**src/source/spart_pkg.sv**
```systemverilog
package spart_pkg;

	//////////////////////////////////////////////////
	// Data widths
	//////////////////////////////////////////////////

	// Host word and bus byte
	typedef logic [31:0] word_t;
	typedef logic [7:0]  byte_t;
	typedef logic [1:0]  io_addr_t;
	typedef logic [15:0] div_t;

	// Bit 0 tx_done, bit 1 rx_valid
	typedef logic [1:0] word_status_t;
	localparam int ST_TX_DONE  = 0;
	localparam int ST_RX_VALID = 1;

	//////////////////////////////////////////////////
	// Register map and baud setup
	//////////////////////////////////////////////////

	localparam io_addr_t ADDR_DATA   = 2'd0;
	localparam io_addr_t ADDR_STATUS = 2'd1;
	localparam io_addr_t ADDR_DIV_LO = 2'd2;
	localparam io_addr_t ADDR_DIV_HI = 2'd3;

	// Clocks per 16x tick, so 64 clocks per bit
	localparam div_t DIVISOR    = 16'd4;
	localparam int   OVERSAMPLE = 16;

	// Tick counter inside one bit time
	typedef logic [$clog2(OVERSAMPLE)-1:0] tick_t;
	localparam tick_t TICK_MID  = tick_t'(OVERSAMPLE / 2 - 1);
	localparam tick_t TICK_LAST = tick_t'(OVERSAMPLE - 1);

	// State machines
	typedef enum logic [2:0] {INIT_LO, INIT_HI, IDLE, WRITE, READ} drv_state_t;
	typedef enum logic [1:0] {S_IDLE, S_START, S_DATA, S_STOP} ser_state_t;

endpackage

```
**src/source/spart_bus_if.sv**
```systemverilog
`timescale 1ns/1ns

interface spart_bus_if import spart_pkg::*; ();

	// Driver side of the register bus
	logic     iocs;
	logic     iorw;
	io_addr_t ioaddr;
	byte_t    wdata;

	// Core side, read data and buffer flags
	byte_t    rdata;
	logic     rda;
	logic     tbr;

	// Bus master
	modport drv (
		output iocs, iorw, ioaddr, wdata,
		input  rdata, rda, tbr
	);

	// Register block
	modport dev (
		input  iocs, iorw, ioaddr, wdata,
		output rdata, rda, tbr
	);

endinterface

```
**src/source/spart_baud_gen.sv**
```systemverilog
`timescale 1ns/1ns

module spart_baud_gen import spart_pkg::*; (
	input  logic clk,
	input  logic rst,
	input  div_t div,
	output logic tick
);

	// Clocks left until the next tick
	div_t cnt;

	always_ff @(posedge clk)
	begin
		if (rst)
		begin
			cnt  <= '0;
			tick <= 1'b0;
		end
		else
		begin
			tick <= 1'b0;
			// Silent until programmed
			if (div == '0)
				cnt <= '0;
			else if (cnt == '0)
			begin
				cnt  <= div - 1'b1;
				tick <= 1'b1;
			end
			else
				cnt <= cnt - 1'b1;
		end
	end

endmodule

```
**src/source/spart_bus_ctrl.sv**
```systemverilog
`timescale 1ns/1ns

module spart_bus_ctrl import spart_pkg::*; (
	input  logic     clk,
	input  logic     rst,
	input  logic     tx_busy,
	input  byte_t    rx_byte,
	input  logic     rx_done,
	output div_t     div,
	output byte_t    tx_byte,
	output logic     tx_load,
	spart_bus_if.dev bus
);

	// Access strobes
	logic wr_en;
	logic rd_data;

	// Divisor halves
	byte_t div_lo;
	byte_t div_hi;

	// One byte each way
	byte_t tx_buf;
	byte_t rx_buf;
	logic  tx_full;
	logic  rda_q;

	assign wr_en = bus.iocs & ~bus.iorw;
	assign rd_data = bus.iocs & bus.iorw & (bus.ioaddr == ADDR_DATA);

	// Pass the byte on as soon as the transmitter is free
	assign tx_load = tx_full & ~tx_busy;
	assign tx_byte = tx_buf;
	assign div     = {div_hi, div_lo};

	assign bus.tbr = ~tx_full;
	assign bus.rda = rda_q;

	//////////////////////////////////////////////////
	// Register writes and flags
	//////////////////////////////////////////////////

	always_ff @(posedge clk)
	begin
		if (rst)
		begin
			div_lo  <= '0;
			div_hi  <= '0;
			tx_full <= 1'b0;
			rda_q   <= 1'b0;
		end
		else
		begin
			if (tx_load)
				tx_full <= 1'b0;
			// A new write after the load keeps the buffer full
			if (wr_en)
			begin
				case (bus.ioaddr)
					ADDR_DATA:   tx_full <= 1'b1;
					ADDR_DIV_LO: div_lo <= bus.wdata;
					ADDR_DIV_HI: div_hi <= bus.wdata;
					default:     ;
				endcase
			end
			// Fresh byte wins over the read clear
			if (rd_data)
				rda_q <= 1'b0;
			if (rx_done)
				rda_q <= 1'b1;
		end
	end

	// Byte buffers
	always_ff @(posedge clk)
	begin
		if (wr_en && bus.ioaddr == ADDR_DATA)
			tx_buf <= bus.wdata;
		if (rx_done)
			rx_buf <= rx_byte;
	end

	// Read mux, status is {rda, tbr}
	always_comb
	begin
		case (bus.ioaddr)
			ADDR_STATUS: bus.rdata = {6'b0, rda_q, ~tx_full};
			ADDR_DIV_LO: bus.rdata = div_lo;
			ADDR_DIV_HI: bus.rdata = div_hi;
			default:     bus.rdata = rx_buf;
		endcase
	end

endmodule

```
**src/source/spart_driver.sv**
```systemverilog
`timescale 1ns/1ns

module spart_driver import spart_pkg::*; (
	input  logic         clk,
	input  logic         rst,
	input  logic         word_wr,
	input  logic         word_rd,
	input  word_t        word_tx,
	output word_t        word_rx,
	output logic         req_ack,
	output word_status_t status,
	spart_bus_if.drv     bus
);

	drv_state_t state;

	// Divisor already written
	logic div_set;

	// One word operation outstanding at a time
	logic wr_pend;
	logic rd_pend;
	logic busy;
	logic accept_wr;
	logic accept_rd;

	// Byte lane counters
	logic [1:0] wr_cnt;
	logic [1:0] rd_cnt;

	// Outgoing word and partly assembled incoming word
	word_t tx_word;
	word_t rx_asm;

	//////////////////////////////////////////////////
	// Host request handling
	//////////////////////////////////////////////////

	assign busy = wr_pend | rd_pend;
	assign accept_wr = word_wr & ~busy;
	// Write wins if both come together
	assign accept_rd = word_rd & ~word_wr & ~busy;

	//////////////////////////////////////////////////
	// Control FSM
	//////////////////////////////////////////////////

	always_ff @(posedge clk)
	begin
		if (rst)
		begin
			state   <= IDLE;
			div_set <= 1'b0;
			wr_pend <= 1'b0;
			rd_pend <= 1'b0;
			wr_cnt  <= 2'd0;
			rd_cnt  <= 2'd0;
			req_ack <= 1'b0;
			status  <= '0;
			word_rx <= '0;
		end
		else
		begin
			req_ack <= accept_wr | accept_rd;
			// Acceptance clears the matching done bit
			if (accept_wr)
			begin
				wr_pend <= 1'b1;
				status[ST_TX_DONE] <= 1'b0;
			end
			if (accept_rd)
			begin
				rd_pend <= 1'b1;
				status[ST_RX_VALID] <= 1'b0;
			end
			case (state)
				IDLE:
				begin
					// Divisor first and then one byte per visit
					if (!div_set)
						state <= INIT_LO;
					else if (wr_pend && bus.tbr)
						state <= WRITE;
					else if (rd_pend && bus.rda)
						state <= READ;
				end
				INIT_LO:
					state <= INIT_HI;
				INIT_HI:
				begin
					div_set <= 1'b1;
					state   <= IDLE;
				end
				WRITE:
				begin
					wr_cnt <= wr_cnt + 1'b1;
					// Fourth byte handed to the core
					if (wr_cnt == 2'd3)
					begin
						wr_pend <= 1'b0;
						status[ST_TX_DONE] <= 1'b1;
					end
					state <= IDLE;
				end
				READ:
				begin
					rd_cnt <= rd_cnt + 1'b1;
					if (rd_cnt == 2'd3)
					begin
						rd_pend <= 1'b0;
						status[ST_RX_VALID] <= 1'b1;
						word_rx <= {bus.rdata, rx_asm[23:0]};
					end
					state <= IDLE;
				end
				default:
					state <= IDLE;
			endcase
		end
	end

	// Word payload
	always_ff @(posedge clk)
	begin
		if (accept_wr)
			tx_word <= word_tx;
		if (state == READ)
			rx_asm[{rd_cnt, 3'b000} +: 8] <= bus.rdata;
	end

	//////////////////////////////////////////////////
	// Bus access decode
	//////////////////////////////////////////////////

	always_comb
	begin
		bus.iocs   = 1'b0;
		bus.iorw   = 1'b1;
		bus.ioaddr = ADDR_DATA;
		// LSB lane goes out first
		bus.wdata  = tx_word[{wr_cnt, 3'b000} +: 8];
		case (state)
			INIT_LO:
			begin
				bus.iocs   = 1'b1;
				bus.iorw   = 1'b0;
				bus.ioaddr = ADDR_DIV_LO;
				bus.wdata  = DIVISOR[7:0];
			end
			INIT_HI:
			begin
				bus.iocs   = 1'b1;
				bus.iorw   = 1'b0;
				bus.ioaddr = ADDR_DIV_HI;
				bus.wdata  = DIVISOR[15:8];
			end
			WRITE:
			begin
				bus.iocs = 1'b1;
				bus.iorw = 1'b0;
			end
			READ:
				bus.iocs = 1'b1;
			default:
				bus.iocs = 1'b0;
		endcase
	end

endmodule

```
**src/source/spart_rx.sv**
```systemverilog
`timescale 1ns/1ns

module spart_rx import spart_pkg::*; (
	input  logic  clk,
	input  logic  rst,
	input  logic  tick,
	input  logic  rxd,
	output byte_t rx_byte,
	output logic  rx_done
);

	// Two-flop synchronizer
	logic rxd_s1;
	logic rxd_s2;

	ser_state_t state;
	tick_t      tick_cnt;
	logic [2:0] bit_cnt;
	byte_t      shreg;

	// Byte stays put until the next frame's data
	assign rx_byte = shreg;

	always_ff @(posedge clk)
	begin
		if (rst)
		begin
			rxd_s1 <= 1'b1;
			rxd_s2 <= 1'b1;
		end
		else
		begin
			rxd_s1 <= rxd;
			rxd_s2 <= rxd_s1;
		end
	end

	//////////////////////////////////////////////////
	// Frame FSM
	//////////////////////////////////////////////////

	always_ff @(posedge clk)
	begin
		if (rst)
		begin
			state    <= S_IDLE;
			tick_cnt <= '0;
			bit_cnt  <= 3'd0;
			rx_done  <= 1'b0;
		end
		else
		begin
			rx_done <= 1'b0;
			case (state)
				S_IDLE:
				begin
					tick_cnt <= '0;
					// Falling edge, maybe a start bit
					if (!rxd_s2)
						state <= S_START;
				end
				S_START:
					if (tick)
					begin
						tick_cnt <= tick_cnt + 1'b1;
						// Mid-bit check, a glitch goes back to idle
						if (tick_cnt == TICK_MID)
						begin
							tick_cnt <= '0;
							bit_cnt  <= 3'd0;
							state    <= rxd_s2 ? S_IDLE : S_DATA;
						end
					end
				S_DATA:
					if (tick)
					begin
						tick_cnt <= tick_cnt + 1'b1;
						if (tick_cnt == TICK_LAST)
						begin
							bit_cnt <= bit_cnt + 1'b1;
							if (bit_cnt == 3'd7)
								state <= S_STOP;
						end
					end
				S_STOP:
					if (tick)
					begin
						tick_cnt <= tick_cnt + 1'b1;
						if (tick_cnt == TICK_LAST)
						begin
							// Framing error drops the byte
							rx_done <= rxd_s2;
							state   <= S_IDLE;
						end
					end
				default:
					state <= S_IDLE;
			endcase
		end
	end

	// Data bits arrive LSB first
	always_ff @(posedge clk)
	begin
		if (state == S_DATA && tick && tick_cnt == TICK_LAST)
			shreg <= {rxd_s2, shreg[7:1]};
	end

endmodule

```
**src/source/spart_system.sv**
```systemverilog
`timescale 1ns/1ns

module spart_system import spart_pkg::*; (
	input  logic         clk,
	input  logic         rst,
	input  logic         word_wr,
	input  logic         word_rd,
	input  word_t        word_tx,
	input  logic         rxd,
	output word_t        word_rx,
	output logic         req_ack,
	output word_status_t status,
	output logic         txd
);

	// Core internals
	div_t  div;
	logic  tick;
	byte_t tx_byte;
	logic  tx_load;
	logic  tx_busy;
	byte_t rx_byte;
	logic  rx_done;

	// Register bus between driver and core
	spart_bus_if u_bus ();

	//////////////////////////////////////////////////
	// Host side
	//////////////////////////////////////////////////

	spart_driver u_driver (
		.clk     (clk),
		.rst     (rst),
		.word_wr (word_wr),
		.word_rd (word_rd),
		.word_tx (word_tx),
		.word_rx (word_rx),
		.req_ack (req_ack),
		.status  (status),
		.bus     (u_bus.drv)
	);

	//////////////////////////////////////////////////
	// SPART core
	//////////////////////////////////////////////////

	spart_bus_ctrl u_bus_ctrl (
		.clk     (clk),
		.rst     (rst),
		.tx_busy (tx_busy),
		.rx_byte (rx_byte),
		.rx_done (rx_done),
		.div     (div),
		.tx_byte (tx_byte),
		.tx_load (tx_load),
		.bus     (u_bus.dev)
	);

	spart_baud_gen u_baud_gen (
		.clk  (clk),
		.rst  (rst),
		.div  (div),
		.tick (tick)
	);

	spart_tx u_tx (
		.clk     (clk),
		.rst     (rst),
		.tick    (tick),
		.tx_byte (tx_byte),
		.tx_load (tx_load),
		.tx_busy (tx_busy),
		.txd     (txd)
	);

	spart_rx u_rx (
		.clk     (clk),
		.rst     (rst),
		.tick    (tick),
		.rxd     (rxd),
		.rx_byte (rx_byte),
		.rx_done (rx_done)
	);

endmodule

```
**src/source/spart_tx.sv**
```systemverilog
`timescale 1ns/1ns

module spart_tx import spart_pkg::*; (
	input  logic  clk,
	input  logic  rst,
	input  logic  tick,
	input  byte_t tx_byte,
	input  logic  tx_load,
	output logic  tx_busy,
	output logic  txd
);

	ser_state_t state;
	tick_t      tick_cnt;
	logic [2:0] bit_cnt;
	byte_t      shreg;

	assign tx_busy = (state != S_IDLE);

	always_ff @(posedge clk)
	begin
		if (rst)
		begin
			state    <= S_IDLE;
			tick_cnt <= '0;
			bit_cnt  <= 3'd0;
			txd      <= 1'b1;
		end
		else
		begin
			case (state)
				S_IDLE:
				begin
					txd <= 1'b1;
					// Start bit goes out right away
					if (tx_load)
					begin
						txd      <= 1'b0;
						tick_cnt <= '0;
						state    <= S_START;
					end
				end
				S_START:
					if (tick)
					begin
						tick_cnt <= tick_cnt + 1'b1;
						if (tick_cnt == TICK_LAST)
						begin
							txd     <= shreg[0];
							bit_cnt <= 3'd0;
							state   <= S_DATA;
						end
					end
				S_DATA:
					if (tick)
					begin
						tick_cnt <= tick_cnt + 1'b1;
						if (tick_cnt == TICK_LAST)
						begin
							// After bit 7 comes the stop bit
							if (bit_cnt == 3'd7)
							begin
								txd   <= 1'b1;
								state <= S_STOP;
							end
							else
							begin
								txd     <= shreg[1];
								bit_cnt <= bit_cnt + 1'b1;
							end
						end
					end
				S_STOP:
					if (tick)
					begin
						tick_cnt <= tick_cnt + 1'b1;
						if (tick_cnt == TICK_LAST)
							state <= S_IDLE;
					end
				default:
					state <= S_IDLE;
			endcase
		end
	end

	// Shift register, LSB first
	always_ff @(posedge clk)
	begin
		if (state == S_IDLE && tx_load)
			shreg <= tx_byte;
		else if (state == S_DATA && tick && tick_cnt == TICK_LAST)
			shreg <= shreg >> 1;
	end

endmodule

```
**config.mk**
```make
export PLATFORM = sky130hd
export DESIGN_NAME = spart_system
export DESIGN_NICKNAME = d
export VERILOG_FILES = /design/src/source/spart_pkg.sv /design/src/source/spart_bus_if.sv /design/src/source/spart_baud_gen.sv /design/src/source/spart_bus_ctrl.sv /design/src/source/spart_driver.sv /design/src/source/spart_rx.sv /design/src/source/spart_system.sv /design/src/source/spart_tx.sv
export SDC_FILE = /design/constraint.sdc
export NUM_CORES = 1
export LEC_CHECK = 0
export BUFFER_PORTS_ARGS = -buffer_cell sky130_fd_sc_hd__buf_2
export CAP_MARGIN = 10
export CORE_MARGIN = 2
export CORE_UTILIZATION = 59
export DETAILED_ROUTE_END_ITERATION = 8
export GPL_TIMING_DRIVEN = 0
export MAX_ROUTING_LAYER = met4
export PLACE_DENSITY = 0.75
export SKIP_CTS_REPAIR_TIMING = 1
export SYNTH_ARGS = -nofsm -noshare
export SYNTH_HDL_FRONTEND = slang
export SYNTH_SLANG_ARGS = --single-unit
```
**constraint.sdc**
```tcl
create_clock -name clk -period 3.1 [get_ports clk]
set_clock_uncertainty 0.1 [all_clocks]
set_input_delay 0.62 -clock clk [delete_from_list [all_inputs] [get_ports clk]]
set_output_delay 0.62 -clock clk [all_outputs]
set_load 0.01 [all_outputs]
```
Word-level counts from Yosys, hierarchy flattened

Cells that the tools add are included.

Add/subtract/negate cells: 9
Equal/unequal tests: 40
Shift operators: 3
Muxes and demuxes: 75
Bitwise operators: 16
Reductions and logical operators: 36

Operators by type and width:

| kind                                                 | number |
|---|---|
| 2-to-1 mux 3 bit                                     | 12 |
| 2-to-1 mux 2 bit                                     | 17 |
| bitwise mux 32 bit                                   | 1 |
| logical NOT 16 bit                                   | 2 |
| variable shift 8 x 7 -> 32 bit, first input constant | 1 |
| variable part select 32 x 6 -> 8 bit                 | 1 |
| variable part select 8 x 7 -> 32 bit                 | 1 |
| subtractor 16 x 1 -> 16 bit, second input constant   | 2 |
| 2-to-1 mux 1 bit                                     | 26 |
| case mux 8 bit (3 select lines)                      | 1 |
| != test 2 x 1 -> 1 bit, second input constant        | 11 |
| 2-to-1 mux 4 bit                                     | 5 |
| case mux 3 bit (2 select lines)                      | 3 |
| == test 2 bit, second input constant                 | 8 |
| 2-to-1 mux 16 bit                                    | 1 |
| 2-to-1 mux 8 bit                                     | 2 |
| != test 2 bit, second input constant                 | 8 |
| case mux 2 bit (4 select lines)                      | 2 |
| case mux 8 bit (2 select lines)                      | 1 |
| AND reduction 8 bit                                  | 2 |
| case mux 4 bit (3 select lines)                      | 1 |
| AND reduction 2 bit                                  | 5 |
| AND reduction 5 bit                                  | 2 |
| nonzero test 2 bit                                   | 5 |
| other kinds (25)                                     | 59 |

Register bits: 198
Bits of input ports: 37
Output and inout port bits: 36
Word-level logic and storage cells: 210

Logic depth before layout (Yosys ltp)

Depth after elaboration: 7
Depth in mapped cells: 9

Modules after synthesis

From an unflattened synthesis, not the netlist that was laid out.

Cell total of the unflattened synthesis: 721
Area total of the unflattened synthesis: 8300.5 um^2

Modules (own cells, without submodules):

| module         | times used | cells each | area an instance (um^2) | sequential area each (um^2) |
|---|---|---|---|---|
| spart_driver   | 1          | 313        | 3892.5                  | 2582.5 |
| spart_bus_ctrl | 1          | 106        | 1466.4                  | 840.8 |
| spart_baud_gen | 1          | 132        | 1086.0                  | 340.3 |
| spart_tx       | 1          | 99         | 1022.2                  | 440.4 |
| spart_rx       | 1          | 71         | 833.3                   | 480.5 |

Least setup slack after synthesis

OpenSTA, ideal clock, no wires.

Kind: reg-to-reg
From: register u_baud_gen.cnt[4]
To: register u_baud_gen.cnt[12]
Data arrival time: 2.188 ns
Data required time: 2.879 ns
Path slack: 0.690 ns
Stages on the path, launching flop included: 10
Path buffers: 2
Period minus slack after synthesis: 2.410 ns
Cells stage by stage: dfxtp_1 > nor4_2 > and4_1 > buf_4 > buf_6 > a21oi_1 > ha_1 > o2111ai_4 > nor3_2 > mux2_4

Cells in the longest elaborated chain, start to end: 2

RTL lines:

| element                                                                  | line                                       | text |
|---|---|---|
| from (decl)                                                              | spart_baud_gen.sv:11                       | `div_t cnt;` |
| from (signal assigned)                                                   | spart_baud_gen.sv:28                       | `cnt <= div - 1'b1;` |
| from (signal assigned)                                                   | spart_baud_gen.sv:32                       | `cnt <= cnt - 1'b1;` |
| subtractor 16 x 1 -> 16 bit / logical NOT 16 bit (equally long branches) | spart_baud_gen.sv:32, spart_baud_gen.sv:26 |  |
| 2-to-1 mux 16 bit (*)                                                    | spart_baud_gen.sv:26                       | `else if (cnt == '0)` |

Mark *: on every way between the ends. The rest lies on a longest branch, timed or not.
A chain may end at the register's enable or synchronous reset.

Worst setup path after layout

From: register u_baud_gen.cnt[10]
To: register u_baud_gen.cnt[12]

The elaborated chain is that of the path after synthesis.

==> results.toml <==
[clocking]
cts.sinks = 190
clockBufferDepth = 2
clk_pin_slew_ns = 0.07
insertion_delay_ns = 0.43
cts_buffers = 17
h-tree-depth = 4
clockRootBuffer = "clkbuf_16"
cts_tree = "yes"

[layout]
layout_common_cells = "dfxtp_1 (102), edfxtp_1 (88), nor2_1 (77)"
drive_above_1_share_pct = 19.6
nets = 776
fin_util_pct = 69.6
num_antenna_cells = 0
syn_to_final_growth_pct = 15.3
fillCellCount = 932
final_common_cell = "dfxtp_1"

[floorplanning]
rows = 41
fp.dieW_um = 117
start_util_pct = 60.4
die_h_um = 117
core_mm2 = 0.0126
top_level_ports = 73
dieArea_mm2 = 0.0138

[hold_path]
hold_path_class = "input port to flop"
min_to = "u_driver.tx_word[20]$_DFFE_PP_"
worstHoldStart = "word_tx[20]"
min_path_cells = 1

[route]
antenna_left = 0
vias_per_cell = 5.62
drt_wl_total_um = 14800
drc = 0
post_drt_wl_per_cell_um = 16.3
num_vias = 5101
first_pass_iters = 5
first_iter_violations = 405

[critical_path]
rrSetupSlack_ns = 0.34
worstSetupStartpoint = "u_baud_gen.cnt[10]$_SDFF_PP0_"
cp.required_ns = 3.32
rr_endpoint = "u_baud_gen.cnt[12]$_SDFF_PP0_"
rr_worst_depth = 9
critical_path_arrival_ns = 2.98
worstSetupPathType = "flop to flop"
worstPathMaxFanout = 10
worstPathCellList = "nor4_4 -> and4_1 -> buf_4 -> buf_6 -> a21oi_1 -> ha_1 -> o2111ai_4 -> nor3_2 -> mux2_4"
cpPeakStageDelay_ns = 0.62
endpoint_kind = "flop"
crit_slowest_cell = "nor4_4"
cp-start-kind = "flop"
r2r_start = "u_baud_gen.cnt[10]$_SDFF_PP0_"

[timing]
whs_ns = 0.259
rsz0062_at_grt = "no"
setup_violations = 0
fin_tns_setup_ns = 0
hold_violations = 0
relSlewSlack_pct = 37.6
max_freq_mhz = 363
post-route-period-util_pct = 89.0
slew_violations = 0
fin_crit_ns = 2.76
worst_pin_slew_ns = 0.927

[yosys]
ys_warn_count = 0
yosys.area.top_type_share_pct = 34.8
syn_area_per_cell_um2 = 12.0
synthArstFlopShare_pct = 0
syn-num-nets = 684
synth_top_cell_by_area = "edfxtp_1"
synth-main-ff-cell = "dfxtp_1"
netlist_instances = 630
synth_edf_count = 88
synth_area_mm2 = 0.00759
seq_area_frac_synth_pct = 61.7
ys_seq_elements = 190
synth.area.top_cells = "edfxtp_1 (35%), dfxtp_1 (27%), nor2_1 (3.8%)"
ys_types = 66

[grt]
grt.total_usage_pct = 23.1
grt_pass1_vias = 4994
grt_overflow = 0
antenna_found_initial = 0
grt_pass1_wl_um = 24200
grt_max_degree = 34

[power]
p_leak_nw = 3.30
ir_drop_v = 0.000462
power_density_mw_per_mm2 = 634
power.total_mw = 5.55

[place]
dp_hpwl_um = 10300
io_buffers = 72
gp_congestion = 0.837

[run_status]
outcome = "finished, final reports clean"

[job]
max-cap-violations = 0
==> report_power, final <==
group / switching [mW] / internal (mW) / leakage, nW / total, mW
Clock: 0.922 / 1.13 / 0.270 / 2.05
Combinational: 0.441 / 0.294 / 1.42 / 0.735
Sequential: 0.0578 / 2.71 / 1.61 / 2.77
==> per-layer routing <==
metal | up-vias | wire length, um | track usage [%]
met5 | - | 0 | -
met4 | 0 | 299 | 7.91
met3 | 23 | 784 | 6.91
met2 | 153 | 7300 | 36.7
met1 | 2413 | 6420 | 28.3
li1 | 2512 | - | -
==> through the flow <==
| step | instances | area [um2] | setup slack (ns) |
|---|---|---|---|
| after floorplan | 630 | 7590 | 0.690 |
| after global placement | 874 | 8170 | 0.367 |
| after detailed placement | 874 | 8170 | 0.344 |
| after CTS | 906 | 8720 | 0.334 |
| after global routing | 907 | 8750 | 0.157 |
| final | 907 | 8750 | 0.342 |
==> how the worst max path moves through the flow <==
stage,end,depth (start not counted)
finish,u_baud_gen.cnt[12]$_SDFF_PP0_,9
global route,u_baud_gen.cnt[12]$_SDFF_PP0_,9
CTS,u_baud_gen.cnt[12]$_SDFF_PP0_,9
detailed placement,u_baud_gen.cnt[12]$_SDFF_PP0_,9
global placement,u_baud_gen.cnt[12]$_SDFF_PP0_,9
floorplan,u_baud_gen.cnt[12]$_SDFF_PP0_,9
==> cells by family after synthesis <==
logic type               after synthesis  share of synthesized area [%]
multiplexers                          28                           5.19
adder cells (fa/ha/maj)               17                           2.80
AND/OR/NAND/NOR                      225                           16.1
buffers and inverters                 33                           1.83
XOR/XNOR                               5                          0.577
AO/OA/AOI/OAI                        132                           11.8
flip-flops                           190                           61.7
==> cell type report <==
cell class	instances	area [um2]	share of cell area, %
clock buffers	19	443	5.06
flip-flops and latches	190	4680	53.5
multi-input cells	407	2770	31.6
clock inverters	13	114	1.30
plain buffers	22	97.6	1.12
well taps	172	215	2.46
inverters	11	41.3	0.472
repair buffers	73	388	4.43
==> sequential cells by signal (all words and copies together), names as in the netlist, 16 cells and up, named ones only <==
register / count
u_driver.tx_word: 32
u_driver.word_rx: 32
u_driver.rx_asm: 24
u_baud_gen.cnt: 16
==> worst max-delay path, delay by kind of cell (launching register included) <==
kind | cells | cell delay [ns]
AO/OA/AOI/OAI | 2 | 0.28
AND/OR/NAND/NOR | 3 | 1.00
adder cells (fa/ha/maj) | 1 | 0.29
flip-flops | 1 | 0.36
multiplexers | 1 | 0.30
buffers and inverters | 2 | 0.32
==> cells in the mapped netlist (4+ instances only) <==
library cell,number
dfxtp_1,102
edfxtp_1,88
nor2_1,77
nand2_1,41
a21oi_1,32
o21ai_0,31
a22o_1,25
and2_1,22
nor3_1,19
ha_1,17
clkbuf_1,14
mux2i_1,12
inv_1,11
nor2b_1,11
mux4_2,8
mux2_2,7
nand3_1,6
nand3b_1,6
o211ai_1,6
nand2b_1,5
nor4b_1,5
a22oi_1,4
or2_2,4
Power figures use the tool's default switching activity.
